$ cat src/logic/rv32i_defs.svh
`ifndef RV32I_DEFS_SVH
`define RV32I_DEFS_SVH

// Data and address width.
`define RV_WORD_W 32

// Major opcodes.
`define RV_OP_LUI    7'b0110111
`define RV_OP_AUIPC  7'b0010111
`define RV_OP_JAL    7'b1101111
`define RV_OP_JALR   7'b1100111
`define RV_OP_BRANCH 7'b1100011
`define RV_OP_LOAD   7'b0000011
`define RV_OP_STORE  7'b0100011
`define RV_OP_IMM    7'b0010011
`define RV_OP_REG    7'b0110011

// ALU funct3.
`define RV_F3_ADD  3'b000
`define RV_F3_SLL  3'b001
`define RV_F3_SLT  3'b010
`define RV_F3_SLTU 3'b011
`define RV_F3_XOR  3'b100
`define RV_F3_SR   3'b101
`define RV_F3_OR   3'b110
`define RV_F3_AND  3'b111

// Branch funct3.
`define RV_F3_BEQ  3'b000
`define RV_F3_BNE  3'b001
`define RV_F3_BLT  3'b100
`define RV_F3_BGE  3'b101
`define RV_F3_BLTU 3'b110
`define RV_F3_BGEU 3'b111

// Load and store size.
`define RV_F3_B  3'b000
`define RV_F3_H  3'b001
`define RV_F3_W  3'b010
`define RV_F3_BU 3'b100
`define RV_F3_HU 3'b101

// Data RAM depth in words.
`define RV_RAM_WORDS 256

`endif

$ cat src/logic/rv32i_pkg.sv
package rv32i_pkg;

    // One instruction word, viewed by format.
    // Register fields sit at the same bits in every view.
    typedef union packed {
        struct packed {
            logic [6:0] funct7;
            logic [4:0] rs2;
            logic [4:0] rs1;
            logic [2:0] funct3;
            logic [4:0] rd;
            logic [6:0] opcode;
        } r;

        struct packed {
            logic [11:0] imm;
            logic [4:0]  rs1;
            logic [2:0]  funct3;
            logic [4:0]  rd;
            logic [6:0]  opcode;
        } i;

        struct packed {
            logic [6:0] imm_hi;
            logic [4:0] rs2;
            logic [4:0] rs1;
            logic [2:0] funct3;
            logic [4:0] imm_lo;
            logic [6:0] opcode;
        } s;

        // B, U and J immediates are scattered and come from raw bits.
        logic [31:0] raw;
    } rv32i_instr_u;

endpackage

$ cat src/logic/ex_mem_reg.sv
`include "rv32i_defs.svh"

module ex_mem_reg
    import rv32i_pkg::*;
(
    input  logic                  clk,
    input  logic                  rst,
    input  logic                  load_i,
    input  logic                  valid_i,
    input  logic [`RV_WORD_W-1:0] pc_i,
    input  rv32i_instr_u          instr_i,
    input  logic [`RV_WORD_W-1:0] rs2_data_i,
    input  logic [`RV_WORD_W-1:0] alu_out_i,
    input  logic                  br_en_i,
    input  logic [`RV_WORD_W-1:0] br_target_i,
    output logic                  valid_o,
    output logic [`RV_WORD_W-1:0] pc_o,
    output rv32i_instr_u          instr_o,
    output logic [`RV_WORD_W-1:0] rs2_data_o,
    output logic [`RV_WORD_W-1:0] alu_out_o,
    output logic                  br_en_o,
    output logic [`RV_WORD_W-1:0] br_target_o
);

    // Control bits.
    always_ff @(posedge clk) begin
        if (rst) begin
            valid_o <= 1'b0;
            br_en_o <= 1'b0;
        end else if (load_i) begin
            valid_o <= valid_i;
            br_en_o <= br_en_i;
        end
    end

    // Payload holds while load is low.
    always_ff @(posedge clk) begin
        if (load_i) begin
            pc_o        <= pc_i;
            instr_o     <= instr_i;
            rs2_data_o  <= rs2_data_i;
            alu_out_o   <= alu_out_i;
            br_target_o <= br_target_i;
        end
    end

endmodule

$ cat config.mk
export PLATFORM = sky130hd
export DESIGN_NAME = ex_mem_reg
export DESIGN_NICKNAME = d
export VERILOG_FILES = /design/src/logic/rv32i_pkg.sv /design/src/logic/ex_mem_reg.sv
export VERILOG_INCLUDE_DIRS = /design/src /design/src/logic
export SDC_FILE = /design/constraint.sdc
export NUM_CORES = 1
export LEC_CHECK = 0
export BUFFER_PORTS_ARGS = -buffer_cell sky130_fd_sc_hd__buf_2
export CAP_MARGIN = 40
export CORE_MARGIN = 5
export CORE_UTILIZATION = 30
export CTS_CLUSTER_SIZE = 25
export DETAILED_ROUTE_END_ITERATION = 8
export GPL_TIMING_DRIVEN = 0
export PLACE_DENSITY = 0.66
export REMOVE_ABC_BUFFERS = 1
export SLEW_MARGIN = 20
export SYNTH_ARGS = -nofsm -noshare
export SYNTH_HDL_FRONTEND = slang
export SYNTH_SLANG_ARGS = --single-unit
$ cat constraint.sdc
create_clock -name clk -period 0.8 [get_ports clk]
set_input_delay 0.16 -clock clk [delete_from_list [all_inputs] [get_ports clk]]
set_output_delay 0.16 -clock clk [all_outputs]
set_load 0.03 [all_outputs]
==> impl_metrics.csv, run 1 <==
group,metric,value,unit
placement,gp_congestion,0.772,
cts,cts-resized-gates,329,
cts,postCtsSetupBuffers,0,
logic_synthesis,ys_ff_latch,162,
placement,io_buffer_count,326,
placement,post-place-ws,-634,ps
outcome,status,"did not finish",
cts,cts_hold_buf,149,
cts,h-tree-depth,4,
logic_synthesis,ys_seq_area_share,99.4,%
placement,post_dp_cell_area,6810,µm²
outcome,firstError,"[ERROR RSZ-0060] Max buffer count reached.",
outcome,haltStage,"4_1_cts",
logic_synthesis,synthDistinctLibCells,4,
die,die_w,137,µm
die,rows,46,
placement,hpwl,9660,µm
cts,cts_buffers,17,
die,ios,327,
cts,root_buffer,"clkbuf_16",
logic_synthesis,syn_inst,166,
die,fp.dieH,137,µm
cts,cts.sinks,162,
logic_synthesis,synth_area,4870,µm²
logic_synthesis,yosys_warnings,0,
logic_synthesis,syn_avg_cell_area,29.4,µm²
cts,cts_buffer_depth,2,
die,initial_core_util,30.7,%
==> cell families after synthesis <==
family           count (synthesis)  share of synthesized area (%)
AND/OR/NAND/NOR                  2                          0.154
flip-flops                     162                           99.4
multiplexers                     2                          0.411
==> synth_stat cells (all sizes together) <==
master  instances  area share, %
edfxtp        160             99
dfxtp           2           0.82
mux2i           2           0.41
nor2            2           0.15
==> metrics by stage <==
| stage | setup TNS (ps) | instances |
|---|---|---|
| 2_1_floorplan | 0 | 166 |
| 3_3_place_gp | -355920 | 708 |
| 3_5_place_dp | -70040 | 709 |
==> run 2: changes to the inputs <==
Settings changed: CORE_UTILIZATION 30 to 20, CTS_CLUSTER_SIZE 25 to default, PLACE_DENSITY 0.66 to default, PLACE_DENSITY_LB_ADDON from default to 0.15.
Clock period 0.8 ns to 1 ns, I/O delays scaled along.
==> run 2 against run 1 <==
Effect of this change:
- the flow now finishes, with violations (negative setup slack)
- synthesized cell count did not move
- area after synthesis stayed put
==> impl_metrics.csv, run 2 <==
group,metric,value,unit
outcome,status,"finished, violations left",
outcome,failed_checks,"negative setup slack",
logic_synthesis,synthDistinctLibCells,4,
logic_synthesis,synth_area,4870,µm²
global_routing,grt_max_degree,83,
sta,skew,0,ps
cts,clk_latency,410,ps
setup_path,start_kind,"register",
logic_synthesis,synth_top_area_share,98.6,%
cts,cts_tree,"built",
sta,post-route-period-util,121,%
setup_path,cp_top_family,"flip-flops",
routing,drc,0,
cts,path_clk_slew,70,ps
global_routing,grt_usage,10.6,%
pwr,p_total,17.7,mW
global_routing,grt_pass1_wl,23000,µm
die,initial_core_util,20.2,%
sta,slew_headroom,67.1,%
sta,worst_slew_pin_slew,493,ps
sta,fmax,829,MHz
logic_synthesis,yosys_warnings,0,
cts,postCtsSetupBuffers,0,
routing,drtPass1Iterations,4,
layout,mostFrequentLayoutCell,"buf_2",
cts,h-tree-depth,4,
logic_synthesis,ys_seq_area_share,99.4,%
routing,first_iter_violations,118,
logic_synthesis,synth-main-ff-cell,"edfxtp_1",
placement,io_buffer_count,326,
logic_synthesis,ys_ff_latch,162,
global_routing,antenna_found_initial,0,
die,rows,57,
cts,cts.sinks,162,
die,ios,327,
setup_path,crit_arrival,1010,ps
logic_synthesis,synthTopCellsByCount,"160 x edfxtp_1, 2 x dfxtp_1, 2 x mux2i_1, 2 x nor2_1",
pwr,p_leak,4.19,nW
placement,dp_cells,817,
layout,areaGrowthSynthToFinish,109,%
setup_path,crit_required,800,ps
cts,root_buffer,"clkbuf_16",
layout,mostFrequentLayoutCells,"163 x buf_2, 162 x buf_6, 161 x dlygate4sd3_1",
setup_path,cp-end-kind,"output port",
setup_path,crit_buf_inv,1,
global_routing,grt_pass1_vias,4114,
layout,fin_nets,839,
cts,cts_buffers,17,
layout,finalNonFillerCells,1011,
layout,n_antenna_cell,0,
sta,hold_violations,0,
pwr,powerDensity,1740,nW/µm²
pwr,ir_worst_vdd,0.775,mV
global_routing,grt_overflow,0,
logic_synthesis,syn_avg_cell_area,29.4,µm²
sta,setup_slack,-207,ps
die,core_area,24200,µm²
setup_path,path_cells,"buf_6",
logic_synthesis,synthArstFlopShare,0,%
routing,wl_per_cell,15.0,µm
routing,wirelength_met1,5420,µm
routing,routed_wl,15100,µm
die,fp.dieH,166,µm
placement,gp_congestion,0.770,
routing,top_layer,"met4",
cts,cts_buffer_depth,2,
die,dieArea,27600,µm²
sta,rsz0062_at_grt,"true",
routing,met2WireLength,8100,µm
sta,report.final.slew_viol_count,0,
sta,setup_viol,162,
layout,n_fill_cell,2157,
sta,min_period,1210,ps
setup_path,max_stage_delay,430,ps
placement,post-place-ws,-583,ps
logic_synthesis,synth_top_area_cell,"edfxtp_1",
routing,viasPerCell,3.59,
worst_hold_path,hp-class,"input pin to register",
die,die_w,166,µm
routing,num_vias,3634,
layout,drive_gt1_share,52.3,%
logic_synthesis,syn_inst,166,
setup_path,cp_slowest_cell,"edfxtp_1",
routing,dr_wl_met3,1300,µm
setup_path,cp_max_fo,1,
placement,hpwl,9980,µm
logic_synthesis,ys_top_cells_by_area,"edfxtp_1 99%, dfxtp_1 0.82%, mux2i_1 0.41%, nor2_1 0.15%",
logic_synthesis,yosysMostFrequentCell,"edfxtp_1",
routing,ant_nets,0,
logic_synthesis,synth-edff-count,160,
setup_path,critPathKind,"register to output port",
sta,hold_ws,29.3,ps
run,max_cap_violations,0,
run 2: cell counts after synthesis:
Identical to the previous run, type by type.
run 2: what timing repair did:
item	in CTS	in global routing
pin swaps	0	0
endpoints found under the setup margin	243	163
hold buffers	161	0
hold endpoints to repair	162	0
gates resized for setup	327	0
gates cloned	0	1
run 2: cell families (layout without fill, tap and decap cells):
logic type             Yosys count  after routing  synth area share [%]
muxes                            2              2                 0.411
DFF                            162            162                  99.4
buffers and inverters            0            521                     0
and+or+nand+nor                  2              2                 0.154
run 2: path summary, 6_finish.rpt:
check | endpoint | slack (ps) | start | depth (start not counted)
worst max register to register | br_en_o | 400 | br_en_o | 2
worst min register to register | valid_o | 500 | valid_o | 2
worst max-delay path | pc_o[12] | -210 | pc_o[12] | 1
worst min-delay path | valid_o | 30 | valid_i | 3
run 2: per-stage QoR:
stage / util, % / TNS [ps] / area (µm²)
after floorplan: - / 0 / 4870
after detailed placement: 28.7 / -53250 / 6950
after global placement: 28.6 / -369760 / 6910
after global routing: 42.0 / -32810 / 10200
after CTS: 41.9 / -28880 / 10100
final: 42.0 / -23600 / 10200
run 2: worst register-to-register path, cell delays in order, from the launching register on:
cell and delay [ps]:
dfxtp_2 320, mux2i_1 120, nor2_1 50
run 2: per-layer routing:
layer	global-route usage, %	vias to the layer above
li1	-	1694
met1	10.9	1732
met2	18.9	189
met3	4.98	19
met4	3.87	0
met5	0	-
run 2: where the power goes:
part	total (mW)	switching (mW)	internal [mW]	leakage, nW
registers	8.32	0.250	8.07	1.58
clock network	6.19	2.73	3.46	0.259
logic	3.21	1.61	1.59	2.34
total	17.7	4.59	13.1	4.19
run 2: layout make-up:
cell class | instances | area [µm²] | share of cell area (%)
Clock buffer | 19 | 433 | 4.26
Clock inverter | 13 | 125 | 1.23
Multi-Input combinational cell | 4 | 27.5 | 0.271
Sequential cell | 162 | 4850 | 47.7
Tap cell | 324 | 405 | 3.99
Timing Repair Buffer | 489 | 4320 | 42.6
No activity file was read; power rests on OpenSTA's default activity.
==> run 3: changes to the inputs <==
Settings changed: ABC_AREA from default to 1.
Clock period 1 ns to 1.51 ns, I/O delays scaled along.
==> run 3 against run 2 <==
Effect of this change:
- the flow now finishes without violations
- global-route usage fell by 1.1 points
- cell area fell by 26%
- setup slack improved by 400 ps
- clock skew did not move
- sequential power fell by 35%
- largest cell class unchanged
- hold slack improved by 31 ps
- total power fell by 37%
- area after synthesis rose by 0.28%
- register-to-register slack improved by 550 ps
- die area rose by 0.27%
- clock-buffer cell count did not move
- utilization fell by 11 points
==> impl_metrics.csv, run 3 <==
group,metric,value,unit
logic_synthesis,synth_top_family_by_area,"simple AND/OR/NAND/NOR gates",
logic_synthesis,synthMuxAreaShare,0,%
layout,areaGrowthSynthToFinish,54.5,%
logic_synthesis,ys_seq_area_share,99.2,%
die,initial_core_util,20.2,%
cts,root_buffer,"clkbuf_16",
global_routing,grt_usage,9.50,%
cts,cts.sinks,162,
routing,ant_nets,0,
layout,drive_gt1_share,66.9,%
setup_path,crit_start,"br_target_o[26]",
sta,fin_tns_setup,0,ps
worst_hold_path,hold_path_depth,1,
logic_synthesis,ys_ff_latch,162,
routing,num_vias,2996,
routing,dr_wl_met3,1530,µm
die,core_area,24200,µm²
setup_path,crit_arrival,1020,ps
placement,gp_congestion,0.763,
placement,post-place-ws,-108,ps
cts,path_clk_slew,70,ps
sta,rsz0062_at_grt,"false",
sta,fmax,758,MHz
logic_synthesis,syn_avg_cell_area,28.2,µm²
logic_synthesis,yosys.area_share.xor_xnor,0,%
layout,n_antenna_cell,0,
sta,hold_violations,0,
run,max_cap_violations,0,
outcome,status,"completed",
die,rows,57,
setup_path,path_cells,"buf_2",
routing,viasPerCell,3.50,
setup_path,cp_max_fo,1,
cts,clk_latency,410,ps
cts,cts_hold_buf,0,
setup_path,critical_path_depth,1,
sta,worst_slew_pin_slew,594,ps
logic_synthesis,synthArstFlopShare,0,%
cts,postCtsSetupBuffers,0,
layout,fin_nets,684,
setup_path,max_stage_delay,410,ps
routing,first_iter_violations,135,
logic_synthesis,synthTopCellsByCount,"160 x edfxtp_1, 4 x nand2_1, 4 x nor2_1, 3 x inv_1, 2 x dfxtp_1",
sta,skew,0,ps
global_routing,antenna_found_initial,3,
logic_synthesis,synth_top_area_share,98.3,%
routing,met2WireLength,6920,µm
setup_path,start_kind,"register",
setup_path,cp-end-kind,"output port",
cts,cts-resized-gates,0,
setup_path,reg2regPathDepth,2,
setup_path,crit_required,1210,ps
layout,mostFrequentLayoutCells,"325 x buf_2, 160 x edfxtp_1, 17 x clkbuf_16",
global_routing,grt_pass1_wl,20100,µm
logic_synthesis,yosys.area_share.simple,0.615,%
logic_synthesis,synth_top_area_cell,"edfxtp_1",
logic_synthesis,ys_top_cells_by_area,"edfxtp_1 98%, dfxtp_1 0.82%, nand2_1 0.31%, nor2_1 0.31%, inv_1 0.23%",
cts,cts_buffers,17,
pwr,ir_worst_vdd,0.538,mV
routing,top_layer,"met5",
logic_synthesis,synth-edff-count,160,
setup_path,worst_r2r_endpoint,"br_en_o",
routing,wl_per_cell,15.8,µm
global_routing,grt_max_degree,91,
pwr,powerDensity,1480,nW/µm²
setup_path,crit_buf_inv,1,
logic_synthesis,synth_area,4890,µm²
logic_synthesis,yosysMostFrequentCell,"edfxtp_1",
global_routing,grt_pass1_vias,3378,
global_routing,grt_overflow,0,
routing,wirelength_met1,4860,µm
setup_path,cp_slowest_cell,"edfxtp_1",
logic_synthesis,syn_inst,173,
cts,cts_tree,"built",
routing,drtPass1Iterations,4,
routing,routed_wl,13500,µm
logic_synthesis,synth_compound_area_share,0,%
routing,drc,0,
cts,h-tree-depth,4,
placement,io_buffer_count,326,
die,ios,327,
cts,cts_buffer_depth,2,
setup_path,reg2reg_slack,950,ps
sta,setup_viol,0,
logic_synthesis,synth-main-ff-cell,"edfxtp_1",
sta,post-route-period-util,87.4,%
sta,report.final.slew_viol_count,0,
die,fp.dieH,166,µm
sta,min_period,1320,ps
layout,mostFrequentLayoutCell,"buf_2",
setup_path,worstSetupEndpoint,"br_target_o[26]",
pwr,p_leak,3.20,nW
die,die_w,166,µm
placement,hpwl,10300,µm
worst_hold_path,hp-class,"input pin to register",
sta,setup_slack,190,ps
logic_synthesis,synthDistinctLibCells,5,
logic_synthesis,synthAdderAreaFrac,0,%
die,dieArea,27700,µm²
setup_path,cp_top_family,"flip-flops",
setup_path,r2r_start,"br_en_o",
logic_synthesis,yosys_warnings,0,
setup_path,critPathKind,"register to output port",
sta,slew_headroom,60.4,%
[run 3: cell types whose count changed in the layout (fill, tap and decap cells not counted), sizes merged, moves of 2 or more]
cell         delta
inv             +3
nand2           +4
bufinv          +2
clkinv          -2
mux2i           -2
dlygate4sd3   -161
nor2            +2
[run 3: per-stage QoR]
stage          power (mW)  cell area [µm²]  utilization [%]  cells  hold slack, ps
4_1_cts              11.4             7550             31.2    855            28.0
3_3_place_gp         6.94             6920             28.6    823             474
6_report             11.2             7550             31.2    855            59.9
2_1_floorplan        6.26             4890                -    173             401
3_5_place_dp         6.93             6960             28.8    824             475
5_1_grt              11.7             7550             31.2    855            28.8
[run 3: logic make-up after synthesis]
group	Yosys count
and+or+nand+nor	8
DFF	162
buffers and inverters	3
[run 3: area by class of cell]
cell class | count | area (µm²)
Inverter | 3 | 11.3
Clock buffer | 19 | 433
Clock inverter | 12 | 156
Timing Repair Buffer | 327 | 1670
Sequential cell | 162 | 4840
Tap cell | 324 | 405
Multi-Input combinational cell | 8 | 30.0
Fill cell | 2411 | 16600
[run 3: metal layers]
layer,global-route usage (%),up-vias
li1,-,1389
met1,9.70,1406
met2,16.6,181
met3,5.24,14
met4,3.17,6
met5,0,-
[run 3: how the worst min path moves through the flow]
| stage | from | to | slack, ps |
|---|---|---|---|
| 2_1_floorplan | alu_out_i[0] | alu_out_o[0] | 400 |
| 3_3_place_gp | valid_o | valid_o | 470 |
| 3_5_place_dp | valid_o | valid_o | 470 |
| 4_1_cts | rs2_data_i[14] | rs2_data_o[14] | 30 |
| 5_1_grt | rs2_data_i[14] | rs2_data_o[14] | 30 |
| 6_report | instr_i[1] | instr_o[1] | 60 |
[run 3: where the power goes]
group          switching, mW  leakage, nW  internal (mW)
logic                   1.01         1.34          0.385
clock network           1.77        0.278           2.61
registers             0.0767         1.58           5.33
==> run 4: changes to the inputs <==
Settings changed: ABC_AREA 1 to default, CTS_BUF_LIST from default to sky130_fd_sc_hd__clkbuf_2 sky130_fd_sc_hd__clkbuf_4 sky130_fd_sc_hd__clkbuf_8, CTS_CLUSTER_SIZE from default to 30.
==> run 4 against run 3 <==
Effect of this change:
- routed wire length increased by 3.6%
- sequential power about the same
- cell count increased by 14%
- highest routed layer is now met4
==> impl_metrics.csv, run 4 (synthesis gave the netlist of run 2 again) <==
group,metric,value,unit
outcome,status,"completed",
pwr,seq_power_share,53.7,%
routing,drtPass1Iterations,4,
pwr,p_int,7.28,mW
die,dieArea,27600,µm²
cts,cts-resized-gates,0,
cts,clk_latency,430,ps
placement,gp_congestion,0.770,
pwr,pwr-share-comb,16.3,%
global_routing,grt_pass1_vias,3706,
setup_path,cp_slowest_cell,"edfxtp_1",
sta,hold_violations,0,
routing,num_vias,3438,
pwr,powerDensity,1180,nW/µm²
setup_path,crit_required,1210,ps
cts,h-tree-depth,4,
sta,fmax,743,MHz
sta,setup_viol,0,
pwr,p_sw_share,27.6,%
cts,path_clk_slew,90,ps
cts,cts_tree,"built",
placement,io_buffer_count,326,
sta,report.final.slew_viol_count,0,
setup_path,cp_max_fo,1,
setup_path,cp-end-kind,"output port",
setup_path,critPathKind,"register to output port",
die,die_w,166,µm
sta,post-route-period-util,89.1,%
run,max_cap_violations,0,
routing,viasPerCell,3.53,
cts,postCtsSetupBuffers,0,
setup_path,cp_top_family,"flip-flops",
sta,setup_slack,164,ps
die,fp.dieH,166,µm
layout,fin_util,35.4,%
setup_path,crit_buf_inv,1,
placement,dp_cells,817,
worst_hold_path,hp-class,"input pin to register",
layout,fin_nets,801,
global_routing,grt_usage,9.56,%
cts,cts_hold_buf,88,
pwr,p_total,10.1,mW
global_routing,grt_overflow,0,
routing,routed_wl,14000,µm
sta,worst_slew_pin_slew,663,ps
global_routing,grt_pass1_wl,20600,µm
placement,hpwl,9980,µm
layout,design_area,8560,µm²
cts,root_buffer,"clkbuf_8",
layout,n_antenna_cell,0,
setup_path,max_stage_delay,410,ps
pwr,p_leak,3.59,nW
die,rows,57,
layout,finalNonFillerCells,973,
global_routing,antenna_found_initial,0,
cts,cts_buffers,17,
pwr,p_clk_share,30.0,%
global_routing,grt_max_degree,83,
die,initial_core_util,20.2,%
setup_path,start_kind,"register",
layout,areaGrowthSynthToFinish,75.7,%
routing,drc,0,
setup_path,crit_arrival,1040,ps
setup_path,path_cells,"buf_2",
placement,post_dp_cell_area,6950,µm²
cts,cts_buffer_depth,2,
routing,ant_nets,0,
sta,skew,0,ps
sta,slew_headroom,55.8,%
cts,cts.sinks,162,
layout,n_fill_cell,2340,
die,core_area,24200,µm²
routing,first_iter_violations,131,
pwr,power_switching,2.78,mW
layout,mostFrequentLayoutCells,"325 x buf_2, 160 x edfxtp_1, 124 x dlygate4sd3_1",
routing,wl_per_cell,14.4,µm
layout,mostFrequentLayoutCell,"buf_2",
sta,min_period,1350,ps
placement,post-place-ws,-175,ps
pwr,ir_worst_vdd,0.488,mV
layout,drive_gt1_share,55.2,%
sta,rsz0062_at_grt,"false",
die,ios,327,
-- run 4: path summary, 6_finish.rpt --
path	startpoint	cells past startpoint	slack [ps]	to
max	pc_o[12]	1	160	pc_o[12]
min	br_target_i[24]	1	50	br_target_o[24]
max reg2reg	br_en_o	2	920	br_en_o
min reg2reg	valid_o	2	490	valid_o
-- run 4: layout make-up --
class                           instances  area, µm²  area share [%]
Sequential cell                       162       4840            56.6
Multi-Input combinational cell          4       27.5           0.321
Timing Repair Buffer                  451       2910            34.0
Tap cell                              324        405            4.73
Clock buffer                           19        249            2.91
Clock inverter                         13        125            1.46
-- run 4: layer usage --
metal  track usage, %  share of wire [%]  vias up
met5                0                  0        -
met4             3.55                1.7        0
met3             5.00                9.7       13
met2             16.5                 51      184
met1             9.95                 37     1623
li1                 -                  -     1618
-- run 4: through the flow --
step	hold slack, ps	setup TNS (ps)
after CTS	0.181	0
final	48.2	0
after floorplan	374	0
after global routing	-1.53	0
after global placement	479	-303660
after detailed placement	480	-10940
-- run 4: power groups by stage --
stage                     logic, mW  clock network [mW]  registers, mW
after detailed placement       1.41                   0           5.51
after global placement         1.40                   0           5.53
after CTS                      1.59                3.22           5.41
after floorplan             0.00445                   0           6.25
after global routing           1.73                3.41           5.44
final                          1.64                3.02           5.41
